**src/iqLevelPkg.sv**
```systemverilog
/* I/Q level detector shared types */

package iqLevelPkg;

    // I and Q width, two's complement
    localparam int sampleWidth = 18;

    // Magnitude and window average width, unsigned
    localparam int magWidth = 16;

    // Weights are Q17, so 17 bits hold either one
    localparam int weightWidth = 17;

    // Alpha-max plus beta-min, minimum peak error weights
    // alpha = 0.9604 * 2^17
    localparam logic [weightWidth-1:0] maxWeight = 17'd125886;
    // beta = 0.3978 * 2^17
    localparam logic [weightWidth-1:0] minWeight = 17'd52144;

    // One complex baseband sample
    typedef struct packed {
        logic signed [sampleWidth-1:0] i;
        logic signed [sampleWidth-1:0] q;
    } iqSample;

    // Detector FSM states
    typedef enum logic [1:0] {
        searching = 2'd0,
        acquiring = 2'd1,
        present   = 2'd2
    } detState;

    // Detector status as seen at the top level
    typedef struct packed {
        detState     state;
        logic        signalPresent;
        logic [7:0]  lockCount;
    } detStatus;

endpackage

```
**src/complexMagEstimate.sv**
```systemverilog
/* Alpha-max plus beta-min magnitude */

`timescale 1ns/1ps

module complexMagEstimate
    import iqLevelPkg::*;
(
    input  logic                clk,
    input  logic                reset,
    input  logic                clkEn,
    input  iqSample             sample,
    output logic [magWidth-1:0] mag,
    output logic                magValid
);

    // Absolute values keep 17 bits, so the most negative code wraps to zero
    localparam int absWidth  = sampleWidth - 1;
    localparam int prodWidth = absWidth + weightWidth;
    // Q17 weight times 17-bit value, scaled down to a 16-bit magnitude
    localparam int prodShift = prodWidth - magWidth;

    logic [absWidth-1:0]  absI;
    logic [absWidth-1:0]  absQ;
    logic [absWidth-1:0]  maxAbs;
    logic [absWidth-1:0]  minAbs;
    logic [prodWidth-1:0] maxProd;
    logic [prodWidth-1:0] minProd;
    logic [magWidth:0]    magSum;
    logic                 valid1;
    logic                 valid2;

    // Negate and truncate to the low 17 bits
    assign absI = sample.i[sampleWidth-1] ? absWidth'(-sample.i) : absWidth'(sample.i);
    assign absQ = sample.q[sampleWidth-1] ? absWidth'(-sample.q) : absWidth'(sample.q);

    // Stage one
    // Sort into larger and smaller
    always_ff @(posedge clk) begin
        if (clkEn) begin
            if (absI > absQ) begin
                maxAbs <= absI;
                minAbs <= absQ;
            end else begin
                maxAbs <= absQ;
                minAbs <= absI;
            end
        end
    end

    // Stage two
    // Weighted products, both registered
    always_ff @(posedge clk) begin
        if (clkEn) begin
            maxProd <= maxAbs * maxWeight;
            minProd <= minAbs * minWeight;
        end
    end

    // Integer parts of both terms, one spare bit for overflow
    assign magSum = {1'b0, maxProd[prodWidth-1:prodShift]}
                  + {1'b0, minProd[prodWidth-1:prodShift]};

    // Stage three
    // Saturate at full scale
    always_ff @(posedge clk) begin
        if (clkEn) begin
            if (magSum[magWidth]) begin
                mag <= '1;
            end else begin
                mag <= magSum[magWidth-1:0];
            end
        end
    end

    // Valid bits shift with the data on each strobe
    always_ff @(posedge clk) begin
        if (reset) begin
            valid1   <= 1'b0;
            valid2   <= 1'b0;
            magValid <= 1'b0;
        end else begin
            if (clkEn) begin
                // Every strobe carries a new sample
                valid1 <= 1'b1;
                valid2 <= valid1;
            end
            // One clock per new result, mag holds afterwards
            magValid <= clkEn & valid2;
        end
    end

endmodule

```
**src/windowTimer.sv**
```systemverilog
/* Averaging window timer */

`timescale 1ns/1ps

module windowTimer #(
    parameter int windowLog2 = 4
) (
    input  logic clk,
    input  logic reset,
    input  logic magValid,
    output logic windowDone
);

    // Counts valid magnitudes within the current window
    logic [windowLog2-1:0] sampleCount;

    // Last sample of the window arrives when the count is all ones
    assign windowDone = magValid && (sampleCount == '1);

    // Wraps back to zero after the final sample
    always_ff @(posedge clk) begin
        if (reset) begin
            sampleCount <= '0;
        end else if (magValid) begin
            sampleCount <= sampleCount + 1'b1;
        end
    end

endmodule

```
**src/magAccumulator.sv**
```systemverilog
/* Window magnitude averager */

`timescale 1ns/1ps

module magAccumulator
    import iqLevelPkg::*;
#(
    parameter int windowLog2 = 4
) (
    input  logic                clk,
    input  logic                reset,
    input  logic                magValid,
    input  logic                windowDone,
    input  logic [magWidth-1:0] mag,
    output logic [magWidth-1:0] avgMag,
    output logic                avgValid
);

    // Room for a full window of full-scale magnitudes
    localparam int sumWidth = magWidth + windowLog2;

    logic [sumWidth-1:0] magSum;
    logic [sumWidth-1:0] nextSum;

    // Running sum including the current sample
    assign nextSum = magSum + sumWidth'(mag);

    // Sum register, cleared at each window end
    always_ff @(posedge clk) begin
        if (reset) begin
            magSum <= '0;
        end else if (windowDone) begin
            magSum <= '0;
        end else if (magValid) begin
            magSum <= nextSum;
        end
    end

    // Power-of-two division is just the upper bits
    always_ff @(posedge clk) begin
        if (windowDone) begin
            avgMag <= nextSum[sumWidth-1:windowLog2];
        end
    end

    // One-clock strobe alongside the new average
    always_ff @(posedge clk) begin
        if (reset) begin
            avgValid <= 1'b0;
        end else begin
            avgValid <= windowDone;
        end
    end

endmodule

```
**src/signalDetectFsm.sv**
```systemverilog
/* Signal presence detector */

`timescale 1ns/1ps

module signalDetectFsm
    import iqLevelPkg::*;
#(
    parameter int lockWindows = 3
) (
    input  logic                clk,
    input  logic                reset,
    input  logic                avgValid,
    input  logic [magWidth-1:0] avgMag,
    input  logic [magWidth-1:0] onThreshold,
    input  logic [magWidth-1:0] offThreshold,
    output detStatus            status
);

    // Consecutive windows needed for lock, at lockCount width
    localparam logic [7:0] lockTarget = 8'(lockWindows);

    detStatus statusNext;
    logic     aboveOn;
    logic     belowOff;
    logic [7:0] countInc;

    // Strict compares on both sides
    assign aboveOn  = avgMag > onThreshold;
    assign belowOff = avgMag < offThreshold;
    assign countInc = status.lockCount + 1'b1;

    always_comb begin
        statusNext = status;
        // Only a new window average moves the FSM
        if (avgValid) begin
            case (status.state)
                searching: begin
                    if (aboveOn) begin
                        statusNext.lockCount = 8'd1;
                        // Single-window lock skips acquiring
                        if (lockTarget == 8'd1) begin
                            statusNext.state         = present;
                            statusNext.signalPresent = 1'b1;
                        end else begin
                            statusNext.state = acquiring;
                        end
                    end
                end
                acquiring: begin
                    if (aboveOn) begin
                        statusNext.lockCount = countInc;
                        if (countInc == lockTarget) begin
                            statusNext.state         = present;
                            statusNext.signalPresent = 1'b1;
                        end
                    end else begin
                        // Run broken, start counting again
                        statusNext.state     = searching;
                        statusNext.lockCount = 8'd0;
                    end
                end
                present: begin
                    // Between the thresholds the flag holds
                    if (belowOff) begin
                        statusNext.state         = searching;
                        statusNext.signalPresent = 1'b0;
                        statusNext.lockCount     = 8'd0;
                    end
                end
                default: begin
                    statusNext.state         = searching;
                    statusNext.signalPresent = 1'b0;
                    statusNext.lockCount     = 8'd0;
                end
            endcase
        end
    end

    // Status updates one clock after avgValid
    always_ff @(posedge clk) begin
        if (reset) begin
            status.state         <= searching;
            status.signalPresent <= 1'b0;
            status.lockCount     <= 8'd0;
        end else begin
            status <= statusNext;
        end
    end

endmodule

```
**src/iqLevelDetector.sv**
```systemverilog
/* I/Q signal level detector */

`timescale 1ns/1ps

module iqLevelDetector
    import iqLevelPkg::*;
#(
    parameter int windowLog2  = 4,
    parameter int lockWindows = 3
) (
    input  logic                clk,
    input  logic                reset,
    input  logic                clkEn,
    input  iqSample             sample,
    input  logic [magWidth-1:0] onThreshold,
    input  logic [magWidth-1:0] offThreshold,
    output logic [magWidth-1:0] mag,
    output logic                magValid,
    output logic [magWidth-1:0] avgMag,
    output logic                avgValid,
    output detStatus            status
);

    // Final sample of each window
    logic windowDone;

    // Per-sample magnitude, three strobes of latency
    complexMagEstimate magEst (
        .clk      (clk),
        .reset    (reset),
        .clkEn    (clkEn),
        .sample   (sample),
        .mag      (mag),
        .magValid (magValid)
    );

    // Decides window boundaries
    windowTimer #(
        .windowLog2 (windowLog2)
    ) winTimer (
        .clk        (clk),
        .reset      (reset),
        .magValid   (magValid),
        .windowDone (windowDone)
    );

    // Window sum and average
    magAccumulator #(
        .windowLog2 (windowLog2)
    ) magAcc (
        .clk        (clk),
        .reset      (reset),
        .magValid   (magValid),
        .windowDone (windowDone),
        .mag        (mag),
        .avgMag     (avgMag),
        .avgValid   (avgValid)
    );

    // Presence decision with hysteresis
    signalDetectFsm #(
        .lockWindows (lockWindows)
    ) detFsm (
        .clk          (clk),
        .reset        (reset),
        .avgValid     (avgValid),
        .avgMag       (avgMag),
        .onThreshold  (onThreshold),
        .offThreshold (offThreshold),
        .status       (status)
    );

endmodule

```
**config.mk**
```make
export PLATFORM = sky130hd
export DESIGN_NAME = iqLevelDetector
export DESIGN_NICKNAME = d
export VERILOG_FILES = /design/src/iqLevelPkg.sv /design/src/complexMagEstimate.sv /design/src/windowTimer.sv /design/src/magAccumulator.sv /design/src/signalDetectFsm.sv /design/src/iqLevelDetector.sv
export SDC_FILE = /design/constraint.sdc
export NUM_CORES = 1
export LEC_CHECK = 0
export BUFFER_PORTS_ARGS = -buffer_cell sky130_fd_sc_hd__buf_2
export CAP_MARGIN = 10
export CORE_MARGIN = 2
export CORE_UTILIZATION = 65
export CTS_BUF_LIST = sky130_fd_sc_hd__clkbuf_8
export DETAILED_ROUTE_END_ITERATION = 12
export PLACE_DENSITY = 0.88
export SYNTH_ARGS = -nofsm -noshare
export SYNTH_HDL_FRONTEND = slang
export SYNTH_SLANG_ARGS = --single-unit
```
**constraint.sdc**
```tcl
create_clock -name clk -period 7.9 [get_ports clk]
set_clock_uncertainty 0.2 [all_clocks]
set_input_delay 0.395 -clock clk [delete_from_list [all_inputs] [get_ports clk]]
set_output_delay 0.395 -clock clk [all_outputs]
set_load 0.05 [all_outputs]
```
======== Word-level counts from Yosys, hierarchy flattened ========
Index checks and enable logic that the tools add are counted.
W data, S select, Z words.
storage, ports and cells
  word-level logic and storage cells ...... 57
  bits in registers ....................... 167
  input bits .............................. 71
  output and inout bits ................... 45
operators by class
  bitwise logic cells ..................... 2
  eq/ne operators ......................... 9
  $lt $le $gt $ge ......................... 3
  multiply operators ...................... 2
  muxes and demuxes ....................... 14
  add/subtract/negate cells ............... 6
  reductions and logical operators ........ 6
operator list
  cell                      count
  $mux W17                  4
  $neg A17 Y17              2
  $mul A17 B16 Y33 const B  1
  $mul A17 B12 Y29 const B  1
  $pmux W8 S3               1
  $add A20 B16 Y20          1
  $add A16 B15 Y17          1
  $gt A17 B17 Y1            1
  $gt A16 B16 Y1            1
  $lt A16 B16 Y1            1
  $mux W8                   2
  $mux W11                  1
  $add A8 B1 Y8 const B     1
  $eq A8 B2 Y1 const B      1
  $ne A2 B1 Y1 const B      4
  $pmux W2 S3               1
  $reduce_and A5 Y1         1
  $add A4 B1 Y4 const B     1
  $eq A4 B4 Y1 const B      1
  $mux W2                   2
  $reduce_and A4 Y1         1
  $mux W3                   1
  $ne A3 B3 Y1 const B      1
  $pmux W1 S3               1
  9 further kinds           9

======== Logic depth before layout (Yosys ltp) ========
  depth in word-level cells ............... 5
  depth in mapped cells ................... 21
  gate-level depth less buffers ........... 21

======== Hierarchy ========
Synthesis repeated with hierarchy kept, for this count alone.
second synthesis, totals
  cell total of the unflattened synthesis .. 1884
  area total of the unflattened synthesis .. 18734.2 um2
modules (own cells, without submodules)
  module              times used  seq. area each (um2)  area each (um2)  cells each
  complexMagEstimate  1           2492.4                14889.3          1447
  magAccumulator      1           900.9                 2129.5           210
  signalDetectFsm     1           220.2                 1526.5           210
  windowTimer         1           80.1                  188.9            17

======== Worst setup path before layout ========
Ideal clock, no wire load.
  path type ............................... flip-flop to flip-flop
  start ................................... reg magEst.maxAbs[14]
  end ..................................... reg magEst.maxProd[31], data pin
  cell stages (with the launch flop) ...... 21
  buffers on the path ..................... 0
  arrival ................................. 5.769 ns
  setup slack ............................. 1.666 ns
  path through ............................ edfxtp_1 -> fa_1 -> inv_1 -> fa_1 -> fa_1 -> inv_1 -> fa_1 -> inv_1 -> fa_1 -> fa_1 -> inv_1 -> ha_1 -> a21o_1 -> a211o_1 -> o221ai_1 -> nor2_1 -> a21oi_1 -> nor3b_1 -> o311a_1 -> o21ai_0 -> a21boi_0
between the ends
  longest elaborated chain between the ends .. 1
RTL lines
  element                 line                      source
  start, declared         complexMagEstimate.sv:24  logic [absWidth-1:0] maxAbs;
  start signal, assigned  complexMagEstimate.sv:41  maxAbs <= absI;
  start signal, assigned  complexMagEstimate.sv:44  maxAbs <= absQ;
  $mul A17 B16 Y33        complexMagEstimate.sv:54  maxProd <= maxAbs * maxWeight;
  end signal, assigned    complexMagEstimate.sv:54
  end, declared           complexMagEstimate.sv:26  logic [prodWidth-1:0] maxProd;
No other way between the ends.
A chain may end at the register's enable or synchronous reset.

======== Worst setup path after layout ========
  start ................................... reg magEst.maxAbs[15]
  end ..................................... reg magEst.maxProd[31], data pin
Same word-level chain as after synthesis.

==> results.md <==
* Vias post-DR at 12.5k
* Critical Path RT at 7.89 ns
* Min-Delay Path Class: in2reg
* Final Net Count at 2467
* Global-route wire length before repair at 62600 um
* Final setup viols at 0
* Avg WL per Cell at 17.3 um
* Max-cap violations at 0
* Final GP Congestion at 0.948
* Iter 0 DRT Violations at 731
* Startpoint types: flip-flop
* Area leader, netlist: fa_1
* Initial core utilization at 66.2%
* Register area share after synthesis at 20.6%
* Worst Setup SP: magEst.maxAbs[15]
* Number of port buffers at 115
* Data arrival time of the critical path at 6.94 ns
* Syn_nets at 2347
* Final wirelength at 38300 um
* Top-level I/O count at 116
* Post-Synthesis Cells at 1744
* Top cell type's share of synthesized area at 25.1%
* Area delta synth->final at 7.49%
* Share of layout cells above drive strength 1 at 8.95%
* Die Span Y at 170 um
* Fin worst setup slack at 0.959 ns
* Max FO, Critical Path at 10
* Pre-CTS WS at 1.05 ns
* Fmax at 144 MHz
* Clock root buffer: clkbuf_8
* DRT antenna net count at 0
* DRC at 0
* Top cells by area, synth: fa_1 25%, ha_1 22%, edfxtp_1 16%, inv_1 8.9%, dfxtp_1 4.4%
* Core ar. at 27000 um2
* CTS tree: done
* Synthesis Warnings at 0
* GRT Overall Usage at 27.7%
* Mapped Avg Cell Area at 10.3 um2
* Die ar. at 28900 um2
* Status: finished, final reports clean
* FP Rows at 60
* Clock sink count at 136
* Num CTS Buffers at 17
* Clock Latency Late Sink at 0.46 ns
* Vias per cell at 5.66
* Worst slew margin at 30.4%
* CTS clk-pin slew, worst paths at 0.11 ns
* Endpoints failing hold at 0
* Die W at 170 um
* Unrepaired setup endpoints after global routing: no
* Period utilisation layout at 87.9%
* Mapped cell area at 17900 um2
* Number of flops mapped to enable cells by yosys at 97
* Ys flop type: edfxtp_1
* Post-synth ARST share at 0%
* Post-synthesis register bit count at 136
* Synth unique cells at 65
* Transition time of the tightest slew-check pin at 1.04 ns
* Drt first pass iters at 5
* WS Path Type: reg2reg
* Post-layout min period at 6.94 ns
* Grt total ovfl at 0
* Detail Placement HPWL at 32700 um
* Largest net degree at the start of global routing at 79
* Dpl cell area at 18800 um2
* CP endpoint kind: flip-flop
* Setup_tns at 0 ns
* CTS Buffer Depth at 2
* Vias in the first global route at 13.2k
* Slew Viols, Final at 0
* Hold Startpoint: reset
* H-tree Lvls at 4
* N_diodes at 0
* Fin area at 19200 um2
* RR Startpoint: magEst.maxAbs[15]
* Initial antenna violation count at 0
* Setup Buffers After CTS at 0
worst max-delay path, cell delays in order, from the launching register on:
cell	delay, ns
edfxtp_1	0.63
fa_1	0.65
inv_1	0.07
fa_1	0.46
fa_1	0.52
inv_1	0.05
fa_1	0.47
inv_1	0.05
fa_1	0.50
fa_1	0.54
inv_1	0.04
ha_1	0.34
a21o_1	0.21
a211o_1	0.35
a211oi_1	0.29
o21ai_0	0.14
a21oi_1	0.33
nor3b_1	0.15
o311a_1	0.35
o21ai_0	0.22
a21boi_0	0.13
cell usage in the layout (no fill, tap or decap), types with 13 or more instances in the layout:
| cell | netlist | routed |
|---|---|---|
| o21ai_0 | 37 | 37 |
| edfxtp_1 | 97 | 97 |
| o31ai_1 | 13 | 13 |
| a21o_1 | 29 | 29 |
| a21oi_1 | 57 | 57 |
| clkbuf_8 | 1 | 17 |
| xor2_1 | 49 | 49 |
| nor2_1 | 87 | 87 |
| dfxtp_1 | 39 | 39 |
| inv_1 | 423 | 423 |
| fa_1 | 224 | 224 |
| nand4_1 | 14 | 14 |
| nand3_1 | 29 | 29 |
| nor2b_1 | 24 | 24 |
| mux2i_1 | 52 | 52 |
| ha_1 | 308 | 308 |
| buf_2 | 1 | 114 |
| nor3_1 | 13 | 13 |
| nand2_1 | 56 | 56 |
| xnor2_1 | 42 | 42 |
synthesized netlist by cell type (3+ instances only):
library cell / count
a211o_1: 4
a211oi_1: 9
a21boi_0: 3
a21o_1: 29
a21oi_1: 57
a221oi_1: 4
a31o_2: 4
a31oi_1: 6
a41o_1: 3
and2_1: 5
and3_1: 3
and4_1: 3
clkbuf_1: 9
dfxtp_1: 39
edfxtp_1: 97
fa_1: 224
ha_1: 308
inv_1: 423
mux2i_1: 52
nand2_1: 56
nand2b_1: 10
nand3_1: 29
nand4_1: 14
nor2_1: 87
nor2b_1: 24
nor3_1: 13
o211ai_1: 6
o21a_1: 12
o21ai_0: 37
o21ai_1: 3
o21bai_1: 6
o31a_1: 4
o31ai_1: 13
o41ai_1: 3
or3_1: 11
or4_1: 3
xnor2_1: 42
xor2_1: 49
final timing paths:
check,endpoint,slack (ns),depth (start not counted)
hold reg to reg,magEst.magValid,0.22,2
setup / recovery,magEst.maxProd[31],0.96,20
hold / removal,magAcc.avgValid,0.07,2
setup reg to reg,magEst.maxProd[31],0.96,20
through the flow:
step / util [%] / instances / hold WS, ns
after floorplan: - / 1744 / 0.216
final: 71.2 / 2218 / 0.0735
after CTS: 71.2 / 2218 / 0.0506
after detailed placement: 69.6 / 2185 / 0.240
after global routing: 71.2 / 2218 / 0.0610
after global placement: 69.6 / 2185 / 0.224
metal layers:
metal | up-vias | share of wire [%] | GRT usage [%] | wire length (um)
li1 | 5976 | - | - | -
met1 | 6073 | 41 | 33.1 | 15700
met2 | 412 | 50 | 49.6 | 19000
met3 | 87 | 5.9 | 5.16 | 2280
met4 | 0 | 3.7 | 10.5 | 1420
met5 | - | 0 | 0 | 0
flip-flops by register name, indices dropped and copies added (netlist names), 4 cells and up:
register and flops:
detFsm.status 11, magEst.minAbs 17, magEst.maxAbs 17, magAcc.avgMag 16, magEst.maxProd 16, magEst.minProd 15, magEst.mag 16, winTimer.sampleCount 4
magAcc.magSum 20
layout make-up:
cell class | count | area (um2)
multi-input combinational | 1168 | 12500
sequential | 136 | 3690
clock buffer | 17 | 234
inverter | 423 | 1590
clock inverter | 15 | 174
fill | 1954 | 7790
timing repair buffer | 118 | 603
tap | 341 | 427
kinds of logic (layout without fill, tap and decap cells):
logic type	count (synthesis)	after routing	share of synthesized area [%]
buf+inv	440	573	9.42
mux	52	52	2.91
simple gates	274	274	7.56
fa+ha+maj	532	532	46.6
xor+xnor	93	93	4.64
compound gates	217	217	8.26
flops	136	136	20.6
what timing repair did:
item,CTS,global route
hold buffers,1,0
hold endpoints to repair,6,0
gates resized for setup,0,0
endpoints found under the setup margin,0,0
Power is not shown: default switching activity piles up to over one toggle a cycle in this logic, so the estimate is an artifact.
